$ cat config.mk
export PLATFORM = sky130hd
export DESIGN_NAME = gshare_pht
export DESIGN_NICKNAME = d
export VERILOG_FILES = /design/src/verilog/bpu_cfg_pkg.sv /design/src/verilog/gshare_pht.sv
export SDC_FILE = /design/constraint.sdc
export NUM_CORES = 1
export LEC_CHECK = 0
export BUFFER_PORTS_ARGS = -buffer_cell sky130_fd_sc_hd__buf_2
export CORE_UTILIZATION = 58
export CTS_CLUSTER_SIZE = 8
export DETAILED_ROUTE_END_ITERATION = 12
export PLACE_DENSITY = 0.74
export SETUP_SLACK_MARGIN = 0.15
export SLEW_MARGIN = 10
export SYNTH_ARGS = -nofsm -noshare
export SYNTH_HDL_FRONTEND = slang
export SYNTH_SLANG_ARGS = --single-unit
$ cat constraint.sdc
create_clock -name clk -period 4.6 [get_ports clk]
set_input_delay 0.92 -clock clk [delete_from_list [all_inputs] [get_ports clk]]
set_output_delay 0.92 -clock clk [all_outputs]
set_load 0.05 [all_outputs]
$ cat src/verilog/bpu_cfg_pkg.sv
`default_nettype none

package bpu_cfg_pkg;

    typedef logic [1:0] ctr_t; // 2-bit saturating counter, msb is the direction

    localparam ctr_t CTR_STRONG_NT    = 2'b00;
    localparam ctr_t CTR_WEAK_TAKEN   = 2'b10; // reset value of every table entry
    localparam ctr_t CTR_STRONG_TAKEN = 2'b11;

    // one step toward the resolved outcome, saturating at both ends
    function automatic ctr_t ctr_step(input ctr_t ctr, input logic taken);
        ctr_t nxt;
        nxt = ctr;
        if (taken && ctr != CTR_STRONG_TAKEN) begin
            nxt = ctr + 2'd1;
        end else if (!taken && ctr != CTR_STRONG_NT) begin
            nxt = ctr - 2'd1;
        end
        return nxt;
    endfunction

endpackage

`default_nettype wire
$ cat src/verilog/gshare_pht.sv
`timescale 1ns/1ns
`default_nettype none

module gshare_pht import bpu_cfg_pkg::*; #(
    parameter int HIST_W = 8
) (
    input  logic                   clk,
    input  logic                   rst,
    input  logic [1:0][HIST_W-1:0] idx_i,
    input  logic                   upd_en_i,
    input  logic [HIST_W-1:0]      upd_idx_i,
    input  logic                   upd_taken_i,
    output logic [1:0]             taken_o
);

    localparam int ENTRIES = 2**HIST_W;

    ctr_t pht [ENTRIES];

    always_ff @(posedge clk) begin
        if (rst) begin
            for (int i = 0; i < ENTRIES; i++) begin
                pht[i] <= CTR_WEAK_TAKEN;
            end
        end else if (upd_en_i) begin
            pht[upd_idx_i] <= ctr_step(pht[upd_idx_i], upd_taken_i);
        end
    end

    // index already registered in the top level
    always_comb begin
        for (int s = 0; s < 2; s++) begin
            taken_o[s] = pht[idx_i[s]][1];
        end
    end

endmodule

`default_nettype wire

# Yosys cells after proc, flatten, opt, wreduce, memory -nomap -nowiden
# Memory sizes are Yosys's and may differ from the RTL's.
# Cells that the tools add are included.
word_totals:
  memories: 1
  romBits: 0
  ramBits: 512
  input_bits: 28
  word_cells: 21
  out_inout_bits: 2
  register_bits: 0
  latchBits: 0
op_classes:
  order_cmp: 0
  n_eq_ne: 1
  multipliers: 0
  addsub: 2
  muxes: 12
  n_reduce_logical: 5
  shifts: 0
  div: 0
  n_bitwise: 0
mem_list:
  columns: ["name", "depth", "width", "rd", "rd_ports_with_merged_regs", "write_ports", "line_no", "rtl"]
  rows:
  - ["pht", 256, 2, 3, 0, 256, "gshare_pht.sv:18", "ctr_t pht [ENTRIES];"]
ops:
  columns: ["operator", "count"]
  rows:
  - ["$mux 2", 5]
  - ["$mux 8", 1]
  - ["$mux 1", 6]
  - ["$add 2x1->2 const B", 1]
  - ["$logic_and 1x1->1", 2]
  - ["$ne 2x2->1 const B", 1]
  - ["$reduce_bool 2->1", 1]
  - ["$reduce_or 2->1", 1]
  - ["$sub 2x1->2 const B", 1]
  - ["$logic_not 1->1", 1]

# Longest topological paths before layout
# An unclocked memory read counts as a cell.
logic_depth:
  depth_word: 8
  depth_mapped: 18
  depth_no_buf: 12

# Worst setup path after synthesis
# OpenSTA, ideal clock, no wires.
synth_timing:
  path_type: "input to register"
  startpoint: "input port upd_idx_i[0]"
  endpoint: "memory pht[100][0] (netlist bit) (data pin)"
  setup_slack_ns: -0.383
  path_buffers: 4
  required_time_ns: 4.332
  stages: 15
  arrival_ns: 4.715
  setup_time_ns: 0.268
  cell_sequence: "buf_4 buf_2 mux4_2 mux4_2 a22oi_1 a31oi_1 or3_1 nor2_1 inv_1 ha_1 mux2i_1 a21boi_1 clkbuf_1 clkbuf_1 nor3_1"
synth_lines:
  columns: ["element", "line_no", "rtl"]
  rows:
  - ["start: declaration", "gshare_pht.sv:11", "input logic [HIST_W-1:0] upd_idx_i,"]
  - ["end: declaration", "gshare_pht.sv:18", null]

# Worst setup path in the final report
layout_timing:
  startpoint: "input port idx_i[0] (netlist bit)"
  endpoint: "output port taken_o[0]"
layout_via:
  elab_chain_cells: 1
layout_rtl:
  columns: ["element", "line_no", "rtl"]
  rows:
  - ["start: declaration", "gshare_pht.sv:9", "input logic [1:0][HIST_W-1:0] idx_i,"]
  - ["$mem_v2 256x2", null, null]
  - ["end: declaration", "gshare_pht.sv:13", "output logic [1:0] taken_o"]
# Every way passes these cells.

==> metrics.cfg <==
[status]
outcome = finished with violations
violations = negative setup slack

[floorplan]
die-area_um2 = 53700
boundaryPins = 30
die_h_um = 232
coreArea_um2 = 51700
die_w_um = 232
rows = 83
initial_core_util = 0.592

[global_route]
grt_overflow_total = 0
grt_pass1_vias = 23300
grt_pass1_wl_mm = 154
grt_antenna_before_repair = 2
grt_use_total = 0.400
grt_max_degree = 258

[min_path]
hp-class = primary input to flop
min_from = upd_en_i
hold-path-cell-count = 6
hold_end = pht[61][1]

[route]
drc = 0
drtIter0Drc = 4553
routed_via_density = 7.52
routedWlPerCell_um = 33.3
drt.antenna.violating_nets = 0
drt-total-wl_mm = 106
drtPass1Iterations = 8
vias = 23900

[cells_and_area]
final_cells = 3171
final_core_util = 0.691
top_register = pht
top_regs = pht: 512 flops
area_growth_pct = 16.8
antenna_cells = 0
drive_gt1_frac = 0.324
nets = 2513
largest_reg_flops = 512

[yosys]
synth-edff-count = 512
ys_ff_latch = 512
ys_types = 47
ys_seq_area_frac = 0.503
syn_inst = 2370
synth_ff_type = edfxtp_1
synth_nets = 2400
synth.avg_cell_area_um2 = 12.9
synth_warnings = 0
netlist_area_um2 = 30600
ys_async_sr_fraction = 0

[sta]
fin_crit_ps = 4620
fin_worst_skew_ps = 23.0
tightest_slew_ps = 1200
finalCritPeriodShare = 1.00
rsz0062_at_grt = yes
setup_slack_ps = -16.2
finalSetupViolations = 1
whs_ps = 1130
timing.fmax_mhz = 217
slew_violations = 0
finalHoldViolations = 0
slew_headroom = 0.197
fin_tns_setup_ps = -16.2

[critical_path]
r2r_setup_slack_ps = 410
rr_worst_depth = 14
end_kind = primary output
worstPathArrival_ps = 3700
critPathMaxFanout = 7
r2r_start = pht[171][1]
cp-start-kind = primary input
worstPathRequired_ps = 3680
path_class = primary input to primary output
r2r-end = pht[105][1]

[pwr]
pwr_density_cell_nw_per_um2 = 341
p_leak_nw = 11.7
peakVddDrop_mv = 0.284

[job]
maxCapViolCount = 0

[clock_network]
hold_buffers = 0
cts_sinks = 512
clk_latency_ps = 620
tritoncts = done
cts_inserted_buffers = 74
ctsRootBufferMaster = clkbuf_16
clk_pin_slew_worst_paths_ps = 50
ctsLongestPathBuffers = 3
htree_levels = 3

[placement]
dp_hpwl_mm = 71.3
numPlacedInstances = 3070
gp_congestion = 1.01
portBuffers = 29

## metrics by stage
step / instance area (µm²) / setup WS (ps) / power, mW
after floorplan: 31000 / 101 / 6.39
final: 35700 / -16.2 / 12.2
after global placement: 33300 / -487 / 7.18
after CTS: 35500 / 26.0 / 12.1
after detailed placement: 33300 / -505 / 7.20
after global routing: 35700 / -7.31 / 12.4
## how the worst max path moves through the flow
stage                            start     endpoint  slack (ps)
after global routing          idx_i[0]   taken_o[0]          -7
after floorplan           upd_idx_i[0]  pht[182][0]         100
final                         idx_i[0]   taken_o[0]         -20
after global placement    upd_idx_i[0]  pht[216][1]        -490
after detailed placement  upd_idx_i[0]  pht[245][1]        -510
after CTS                     idx_i[0]   taken_o[0]          30
## per-layer routing
metal	vias to the layer above	routed length [µm]	GRT usage	part of all wire
met5	-	31	0	0.00029
met4	4	7770	0.257	0.074
met3	454	16400	0.101	0.16
met2	2227	47000	0.592	0.44
met1	11700	34500	0.530	0.33
li1	9488	-	-	-
## cells in the final DEF, fill, tap and decap left out, types with 7 or more instances in the layout
cell         n
nand2_1    199
nand3_1     10
edfxtp_1   512
nor2b_1     15
buf_6        9
nor3_1     178
or2_2      103
buf_16      10
mux2i_1     47
nor4_2       7
buf_4      192
mux4_2     297
buf_12      63
nand2b_1   166
nor2_1     138
buf_2       19
nor4_1     101
o21bai_1   155
a22oi_1     16
clkbuf_16   78
o21ai_0    103
## what timing repair did
action	4_1_cts	5_1_grt
hold endpoints to repair	0	0
pin swaps	0	3
setup endpoints to repair	61	508
cloned	3	2
setup buffers	6	6
gates resized for setup	24	24
## cell families after synthesis
kind of cell    count (synthesis)  share of synthesized area
flops                         512                      0.503
fa+ha+maj                       2                   0.000818
simple gates                  929                      0.155
compound gates                313                     0.0688
mux                           349                      0.236
buf+inv                       265                     0.0369
## cells in the mapped netlist (all sizes together) (17+ instances only)
cell / instances / area [µm²]
mux2i: 48 / 480
nor2: 139 / 522
nand2: 199 / 747
mux4: 297 / 6690
a22oi: 17 / 128
nand2b: 166 / 1040
clkbuf: 155 / 582
or2: 103 / 644
o21bai: 155 / 1160
nor3: 180 / 906
buf: 108 / 541
o21ai: 103 / 515
nor4: 108 / 676
edfxtp: 512 / 15400
## report_power, final
part,switching [mW],internal [mW]
clock network,2.00,2.91
registers,0.0367,5.21
logic,1.24,0.775
## critical path, stage by stage
cell	delay (ps)
buf_16	140
buf_12	170
mux4_2	590
mux4_2	550
mux4_2	550
mux4_2	570
buf_8	190
## layout make-up
class	instances	area, µm²
multi-input combinational	1593	14200
inverter	2	7.51
clock buffer	78	1910
sequential	512	15400
timing repair buffer	300	3300
tap	680	851
fill	3459	16000
clock inverter	6	71.3
Note: power is estimated with default switching activity, not from simulation.
