File: src/verilog/la_isa_pkg.sv
`default_nettype none

package la_isa_pkg;

    // 6-bit major opcodes, inst[31:26]
    localparam logic [5:0] OP_JIRL = 6'h13;
    localparam logic [5:0] OP_B    = 6'h14;
    localparam logic [5:0] OP_BL   = 6'h15;
    localparam logic [5:0] OP_BEQ  = 6'h16;
    localparam logic [5:0] OP_BNE  = 6'h17;
    localparam logic [5:0] OP_BLT  = 6'h18;
    localparam logic [5:0] OP_BGE  = 6'h19;
    localparam logic [5:0] OP_BLTU = 6'h1a;
    localparam logic [5:0] OP_BGEU = 6'h1b;

    typedef enum logic [1:0] {
        BR_NONE     = 2'd0,
        BR_COND     = 2'd1, // beq .. bgeu
        BR_DIRECT   = 2'd2, // b, bl
        BR_INDIRECT = 2'd3  // jirl
    } br_class_t;

    // conditional branches and jirl
    typedef struct packed {
        logic [5:0]  opcode;
        logic [15:0] offs16;
        logic [4:0]  rj;
        logic [4:0]  rd;
    } inst_i16_t;

    // b and bl, offset split across the word
    typedef struct packed {
        logic [5:0]  opcode;
        logic [15:0] offs_lo;
        logic [9:0]  offs_hi;
    } inst_i26_t;

    typedef union packed {
        inst_i16_t i16;
        inst_i26_t i26;
    } inst_word_u;

endpackage

`default_nettype wire

File: src/verilog/predecoder.sv
`timescale 1ns/1ns
`default_nettype none

module predecoder import la_isa_pkg::*; (
    input  logic        clk,
    input  logic        rst,
    input  logic [31:0] inst_i,
    input  logic [31:0] pc_i,
    output br_class_t   class_o,
    output logic [31:0] target_o
);

    inst_word_u  word;
    logic [25:0] offs26;
    br_class_t   cls;
    logic [31:0] tgt;

    assign word   = inst_i;
    assign offs26 = {word.i26.offs_hi, word.i26.offs_lo};

    always_comb begin
        cls = BR_NONE;
        tgt = '0;
        case (word.i16.opcode)
            OP_BEQ, OP_BNE, OP_BLT, OP_BGE, OP_BLTU, OP_BGEU: begin
                cls = BR_COND;
                tgt = pc_i + {{14{word.i16.offs16[15]}}, word.i16.offs16, 2'b00};
            end
            OP_B, OP_BL: begin
                cls = BR_DIRECT;
                tgt = pc_i + {{4{offs26[25]}}, offs26, 2'b00};
            end
            OP_JIRL: begin
                cls = BR_INDIRECT; // target comes from the btb
            end
            default: ;
        endcase
    end

    always_ff @(posedge clk) begin
        if (rst) begin
            class_o <= BR_NONE;
        end else begin
            class_o <= cls;
        end
    end

    always_ff @(posedge clk) begin
        target_o <= tgt;
    end

endmodule

`default_nettype wire

File: config.mk
export PLATFORM = sky130hd
export DESIGN_NAME = predecoder
export DESIGN_NICKNAME = d
export VERILOG_FILES = /design/src/verilog/la_isa_pkg.sv /design/src/verilog/predecoder.sv
export SDC_FILE = /design/constraint.sdc
export NUM_CORES = 1
export LEC_CHECK = 0
export ABC_CLOCK_PERIOD_IN_PS = 6400
export BUFFER_PORTS_ARGS = -buffer_cell sky130_fd_sc_hd__buf_2
export CORE_ASPECT_RATIO = 1.25
export CORE_MARGIN = 10
export CORE_UTILIZATION = 45
export CTS_CLUSTER_SIZE = 14
export DETAILED_ROUTE_END_ITERATION = 8
export HOLD_SLACK_MARGIN = 0.02
export PLACE_DENSITY = 0.86
export SYNTH_ARGS = -nofsm -noshare
export SYNTH_HDL_FRONTEND = slang
export SYNTH_SLANG_ARGS = --single-unit
File: constraint.sdc
create_clock -name clk -period 6.4 [get_ports clk]
set_input_delay 1.28 -clock clk [delete_from_list [all_inputs] [get_ports clk]]
set_output_delay 1.28 -clock clk [all_outputs]
set_load 0.01 [all_outputs]
After elaboration in Yosys (flattened, before gate mapping)

Cells that the tools add are included.

Register bits: 34
Output and inout bits: 34
Logic and storage cells: 17

$add $sub $neg: 2
Equal/unequal tests: 9
Multiplexer cells: 2
Reductions and logical operators: 2

Operators by type and width:

| cell                                                                   | count |
|---|---|
| 32-bit adder                                                           | 2 |
| 32-bit case mux with 2 select lines                                    | 1 |
| 6-bit by 5-bit equality test with 1-bit output (second input constant) | 9 |
| 2-bit case mux with 3 select lines                                     | 1 |
| 6-bit OR reduction                                                     | 1 |
| 2-bit OR reduction                                                     | 1 |

Logic depth before layout (Yosys ltp)

Gate-level depths: netlist of the first run.

Depth after elaboration: 3
Mapped depth: 14
Depth with buffers taken out: 12

Worst setup path before layout of the first run

No wires, ideal clock.

Kind: input -> register
Start point: input port inst_i[31]
End point: register target_o[30]
Library setup time: 128 ps
Data arrival time: 3707 ps
Data required time: 6272 ps
Path slack: 2565 ps
Stages on the path: 13
Path through: nand2b_1 > nor3_1 > clkbuf_1 > nand2_1 > nand2_1 > ha_1 > clkbuf_1 > and3_1 > a311o_1 > a221oi_1 > a21boi_0 > xor2_1 > nor2_1

Longest elaborated chain between the ends: 3
Elaborated cells on any way between the ends: 11
Classes of those cells: eq/ne (8); mux (1); reduce/logical (2)

Ends and longest elaborated chain:

| element                                                         | line             | source |
|---|---|---|
| from (decl)                                                     | predecoder.sv:7  | `input logic [31:0] inst_i,` |
| 6-bit by 5-bit equality test with 1-bit output                  | predecoder.sv:24 | `case (word.i16.opcode)` |
| 6-bit OR reduction / 2-bit OR reduction (equally long branches) | predecoder.sv:24 |  |
| 32-bit case mux with 2 select lines (*)                         | predecoder.sv:24 |  |
| to (signal assigned)                                            | predecoder.sv:49 | `target_o <= tgt;` |
| to (decl)                                                       | predecoder.sv:10 | `output logic [31:0] target_o` |

Mark *: on every way between the ends. The rest lies on a longest branch, timed or not.
A chain may end at the register's enable or synchronous reset.

Final worst setup path of the first run

Ends and elaborated chain as after synthesis.

==> impl_metrics.json, run 1 <==
{
  "post_synth_num_cell_types": 57,
  "drtIter0Drc": 104,
  "synth_seq_area_share": 0.250,
  "vdd_drop_max_uv": 103,
  "yosysTopAreaCell": "dfxtp_1",
  "netlist_area_um2": 2730,
  "drtPass1Iterations": 4,
  "crit_path_end_kind": "flop",
  "synth_edf_count": 0,
  "crit_end": "target_o[30]",
  "rsz0062_at_grt": "no",
  "wire_per_inst_um": 14.6,
  "clkSlewWorstSetupHoldPaths_ns": 0.08,
  "grt_max_degree": 27,
  "cts_setup_buffers": 0,
  "drt_wl_total_um": 7410,
  "period_needed_ns": 4.09,
  "netlist_top_cells_count": "36 x nand2_1, 34 x dfxtp_1, 32 x nor2_1",
  "core_um2": 5860,
  "holdWs_ns": 1.16,
  "ys_async_sr_fraction": 0,
  "setup_violations": 0,
  "pre_cts_slack_ns": 2.02,
  "drive_gt1_frac": 0.296,
  "synthToLayoutAreaGrowth_pct": 23.6,
  "place_area_um2": 3260,
  "cellPowerDensity_nw_per_um2": 192,
  "synth.area.top_cells": "dfxtp_1 25%, ha_1 14%, a21o_1 5.0%, nand2_1 5.0%, nor2_1 4.4%",
  "num-fill-cells": 516,
  "status": "complete, no violations",
  "leakagePower_nw": 1.68,
  "drtAntennaViolNets": 0,
  "grt-ovfl-total": 0,
  "h-tree-depth": 2,
  "cts_buffers": 5,
  "cts_num_sinks": 34,
  "first_global_vias": 2700,
  "ios": 100,
  "critPathMaxFanout": 11,
  "fin_crit_sh": 0.639,
  "vias_per_cell": 5.27,
  "cts_resized": 0,
  "final-hold-violation-count": 0,
  "grt_usage": 0.157,
  "globalplace.congestion": 0.858,
  "diodes": 0,
  "initial_utilization": 0.466,
  "die_h_um": 107,
  "critPathKind": "in2reg",
  "synth_top_cell_area_share": 0.250,
  "clock-root-buffer": "clkbuf_8",
  "grt_antenna_before_repair": 0,
  "route.vias.total": 2674,
  "post-route-cell-area_um2": 3370,
  "max_freq_ghz": 0.244,
  "fp-row-count": 31,
  "startpoint": "inst_i[31]",
  "cts_tree": "yes",
  "syn_area_per_cell_um2": 8.19,
  "cp-start-kind": "input port",
  "fin_nets": 522,
  "route.detailed.drc": 0,
  "die_w_um": 89.6,
  "tightest_slew_ns": 0.692,
  "yosysMostFrequentCell": "nand2_1",
  "crit_arrival_ns": 4.26,
  "hold_path.class": "in2reg",
  "io_buffers": 99,
  "place_hpwl_um": 6140,
  "cap_violations": 0,
  "grt_pass1_wl_um": 12300,
  "drv_slew": 0,
  "cts_hold_buf": 0,
  "syn_nets": 431,
  "yosys_warnings": 0,
  "ys_seq_elements": 34,
  "die_area_um2": 9590,
  "relSlewSlack": 0.534,
  "yosys_most_used_dff": "dfxtp_1",
  "critPathRequiredTime_ns": 6.57,
  "finalPower_w": 0.000649,
  "setup_ws_ns": 2.31,
  "synthCells": 333,
  "clockBufferDepth": 2,
  "tns_ns": 0
}
-- metal layers --
layer | track usage | share of wire
met3 | 0.0333 | 0.072
met1 | 0.185 | 0.43
met2 | 0.272 | 0.49
met5 | 0 | 0
met4 | 0.0490 | 0.014
-- through the flow --
stage,std cells,utilization
detailed placement,499,0.557
floorplan,333,-
global placement,499,0.557
global route,507,0.576
finish,507,0.576
CTS,507,0.576
-- layout by cell type (no fill, tap or decap), drive strengths merged, types with 2 or more instances in the layout --
cell,Yosys,final
a2111oi,4,4
a21boi,3,3
a21o,18,18
a21oi,24,24
a221oi,2,2
a31oi,5,5
a41oi,2,2
and2,7,7
and3,2,2
buf,4,100
clkbuf,12,8
dfxtp,34,34
ha,31,31
inv,11,11
mux2i,2,2
nand2,36,36
nand2b,7,7
nand3,9,9
nand4,12,12
nor2,32,32
nor3,9,9
nor3b,2,2
nor4,2,2
o21a,6,6
o21ai,9,9
o21bai,5,5
o31ai,3,3
or2,2,2
or3,2,2
xnor2,9,9
xor2,12,12
-- worst max-delay path, stage by stage --
cell	delay (ns)
buf_2	0.09
nand2b_1	0.21
nor3_1	0.21
buf_4	0.20
nand2b_1	0.32
nand2_1	0.10
ha_1	0.40
a21oi_1	0.21
o21ai_0	0.14
a311o_1	0.35
a221oi_1	0.26
a21boi_0	0.25
xor2_1	0.16
nor2_1	0.05
-- final cells by class --
type                    count  area [um2]  area share
clock buffers               8         110      0.0327
inverters                  11        41.3      0.0122
multi-input cells         272        1930       0.574
flip-flops and latches     34         681       0.202
well taps                  82         103      0.0304
repair buffers            100         503       0.149
-- power by group --
group / total, W / switching [W] / internal [W]
sequential: 0.000225 / 0.00000235 / 0.000223
combinational: 0.000236 / 0.000133 / 0.000104
clock: 0.000188 / 0.0000790 / 0.000109
-- flip-flops by register name, summed over array words and instances (netlist names) --
name and count:
target_o 32, class_o 2
-- kinds of logic (layout without fill, tap and decap cells) --
| logic type | after synthesis | after routing | synth area share |
|---|---|---|---|
| XOR/XNOR | 21 | 21 | 0.0674 |
| AND/OR/NAND/NOR | 124 | 124 | 0.223 |
| flip-flops | 34 | 34 | 0.250 |
| AO/OA/AOI/OAI | 92 | 92 | 0.258 |
| multiplexers | 3 | 3 | 0.0115 |
| buffers and inverters | 27 | 119 | 0.0413 |
| adder cells (fa/ha/maj) | 32 | 32 | 0.150 |
-- worst min-delay path by stage --
stage                       endpoint  cells past startpoint  start  slack, ns
after floorplan           class_o[0]                      1    rst       1.36
after global placement    class_o[0]                      2    rst       1.46
after detailed placement  class_o[0]                      2    rst       1.47
after CTS                 class_o[0]                      2    rst       1.16
after global routing      class_o[0]                      2    rst       1.17
final                     class_o[0]                      2    rst       1.16
(Power assumes the default switching activity.)
==> run 2: changes to the inputs <==
--- a/config.mk
+++ b/config.mk
@@ -5,7 +5,8 @@
 export SDC_FILE = /design/constraint.sdc
 export NUM_CORES = 1
 export LEC_CHECK = 0
-export ABC_CLOCK_PERIOD_IN_PS = 6400
+export ABC_AREA = 1
+export ABC_CLOCK_PERIOD_IN_PS = 3410
 export BUFFER_PORTS_ARGS = -buffer_cell sky130_fd_sc_hd__buf_2
 export CORE_ASPECT_RATIO = 1.25
 export CORE_MARGIN = 10
==> constraint.sdc (replaced) <==
create_clock -name clk -period 3.41 [get_ports clk]
set_input_delay 0.682 -clock clk [delete_from_list [all_inputs] [get_ports clk]]
set_output_delay 0.682 -clock clk [all_outputs]
set_load 0.01 [all_outputs]
==> impl_metrics.json, run 2 <==
{
  "synthCells": 562,
  "cts_num_sinks": 34,
  "tns_ns": 0,
  "wire_per_inst_um": 12.9,
  "fin_crit_sh": 0.821,
  "crit_path_end_kind": "flop",
  "drtPass1Iterations": 4,
  "postLayoutCoreUtil": 0.559,
  "drv_slew": 0,
  "synth.area.top_cells": "nand2_1 22%, dfxtp_1 21%, inv_1 12%, ha_1 12%, nor2_1 6.9%",
  "grt_usage": 0.177,
  "final_common_cell": "nand2_1",
  "cap_violations": 0,
  "min_from": "rst",
  "first_global_vias": 3757,
  "place_hpwl_um": 8400,
  "die_area_um2": 11000,
  "top_register": "target_o",
  "grt_pass1_wl_um": 15900,
  "critPathKind": "in2reg",
  "diodes": 0,
  "final-hold-violation-count": 0,
  "status": "complete, no violations",
  "netlist_top_cells_count": "188 x nand2_1, 106 x inv_1, 59 x nor2_1",
  "globalplace.congestion": 0.960,
  "synthToLayoutAreaGrowth_pct": 21.0,
  "drt_wl_total_um": 9770,
  "relSlewSlack": 0.648,
  "tightest_slew_ns": 0.526,
  "rsz0062_at_grt": "no",
  "startpoint": "inst_i[29]",
  "core_um2": 6980,
  "post_synth_num_cell_types": 28,
  "max_freq_ghz": 0.357,
  "die_h_um": 115,
  "initial_utilization": 0.462,
  "critPathMaxFanout": 12,
  "largest_register_ffs": 32,
  "vias_per_cell": 4.87,
  "cts_buffers": 5,
  "grt_use_met2": 0.326,
  "die_w_um": 95.7,
  "netlist_area_um2": 3220,
  "syn_nets": 660,
  "syn_area_per_cell_um2": 5.73,
  "use_met3": 0.0512,
  "clock-root-buffer": "clkbuf_8",
  "ys_seq_elements": 34,
  "cts_setup_buffers": 0,
  "hold_path.class": "in2reg",
  "clkSlewWorstSetupHoldPaths_ns": 0.07,
  "route.vias.total": 3677,
  "period_needed_ns": 2.80,
  "clockBufferDepth": 2,
  "drive_gt1_frac": 0.212,
  "grt-ovfl-total": 0,
  "crit_arrival_ns": 2.99,
  "grt_max_degree": 29,
  "drtAntennaViolNets": 0,
  "setup_violations": 0,
  "fp-row-count": 34,
  "drtIter0Drc": 151,
  "ios": 100,
  "fin_nets": 762,
  "yosysMostFrequentCell": "nand2_1",
  "cp-start-kind": "input port",
  "synth_top_cell_area_share": 0.219,
  "yosys_warnings": 0,
  "leakagePower_nw": 2.41,
  "vdd_drop_max_uv": 161,
  "h-tree-depth": 2,
  "yosys_most_used_dff": "dfxtp_1",
  "route.detailed.drc": 0,
  "top_regs": "target_o (32), class_o (2)",
  "cts_resized": 0,
  "grt_antenna_before_repair": 0,
  "cellPowerDensity_nw_per_um2": 316,
  "cts_hold_buf": 0,
  "synth_seq_area_share": 0.211,
  "ys_async_sr_fraction": 0,
  "yosysTopAreaCell": "nand2_1",
  "cts_tree": "yes",
  "grt.busiest_layer": "met2",
  "final_cell_mix": "188 x nand2_1, 106 x inv_1, 99 x buf_2",
  "io_buffers": 99,
  "critPathRequiredTime_ns": 3.60,
  "synth_edf_count": 0,
  "use_met1": 0.175
}
-- run 2: cell count changes after synthesis, moves of 10 or more --
cell,delta
a21o_1,-17
a21oi_1,+14
clkbuf_1,-11
inv_1,+95
inv_2,+10
nand2_1,+152
nand2_2,+10
nand3_1,+17
nor2_1,+27
o21ai_0,+14
-- run 2: layer usage --
layer / share of wire / vias up
met5: 0 / -
met4: 0.029 / 0
met3: 0.095 / 23
met2: 0.49 / 134
met1: 0.39 / 1603
li1: - / 1917
-- run 2: area by class of cell --
type / count / area (um2)
Tap cell: 90 / 113
Timing Repair Buffer: 99 / 495
Sequential cell: 34 / 681
Multi-Input combinational cell: 407 / 2080
Fill cell: 701 / 3080
Clock buffer: 7 / 86.3
Clock inverter: 1 / 5.00
Inverter: 117 / 439
-- run 2: worst paths after layout --
path                        to  depth (start not counted)  slack (ns)
hold / removal      class_o[1]                          2        0.56
setup / recovery  target_o[27]                         17        0.61
-- run 2: logic make-up after synthesis --
logic type               after synthesis  share of synthesized area
AND/OR/NAND/NOR                      307                      0.401
adder cells (fa/ha/maj)               32                      0.127
XOR/XNOR                               3                    0.00816
flip-flops                            34                      0.211
AO/OA/AOI/OAI                         65                      0.110
buffers and inverters                121                      0.143
-- run 2: report_power, final --
| part | switching (W) | internal (W) | leakage [nW] |
|---|---|---|---|
| Sequential | 0.00000462 | 0.000419 | 0.277 |
| Combinational | 0.000312 | 0.000178 | 2.09 |
| Clock | 0.000154 | 0.000163 | 0.0482 |
-- run 2: stage by stage --
| step | hold WS [ns] | setup WS, ns | cell area (um2) | instances | total power [W] |
|---|---|---|---|---|---|
| 2_1_floorplan | 0.751 | 0.903 | 3220 | 562 | 0.000766 |
| 3_3_place_gp | 0.860 | 0.410 | 3810 | 747 | 0.000910 |
| 3_5_place_dp | 0.862 | 0.344 | 3810 | 747 | 0.000919 |
| 4_1_cts | 0.554 | 0.634 | 3900 | 755 | 0.00124 |
| 5_1_grt | 0.552 | 0.295 | 3900 | 755 | 0.00132 |
| 6_report | 0.557 | 0.609 | 3900 | 755 | 0.00123 |
-- run 2: critical path: stages --
cell and delay [ns]:
buf_2 0.09, inv_1 0.04, nand2_1 0.05, nor2_1 0.05, nand2_1 0.24, nand2_1 0.26, o21ai_0 0.16, inv_1 0.08
ha_1 0.38, inv_1 0.11, nor3_2 0.24, nand2_1 0.11, nor2_1 0.10, nand2_1 0.08, nand3_1 0.09, and2_1 0.16
nor2_1 0.04
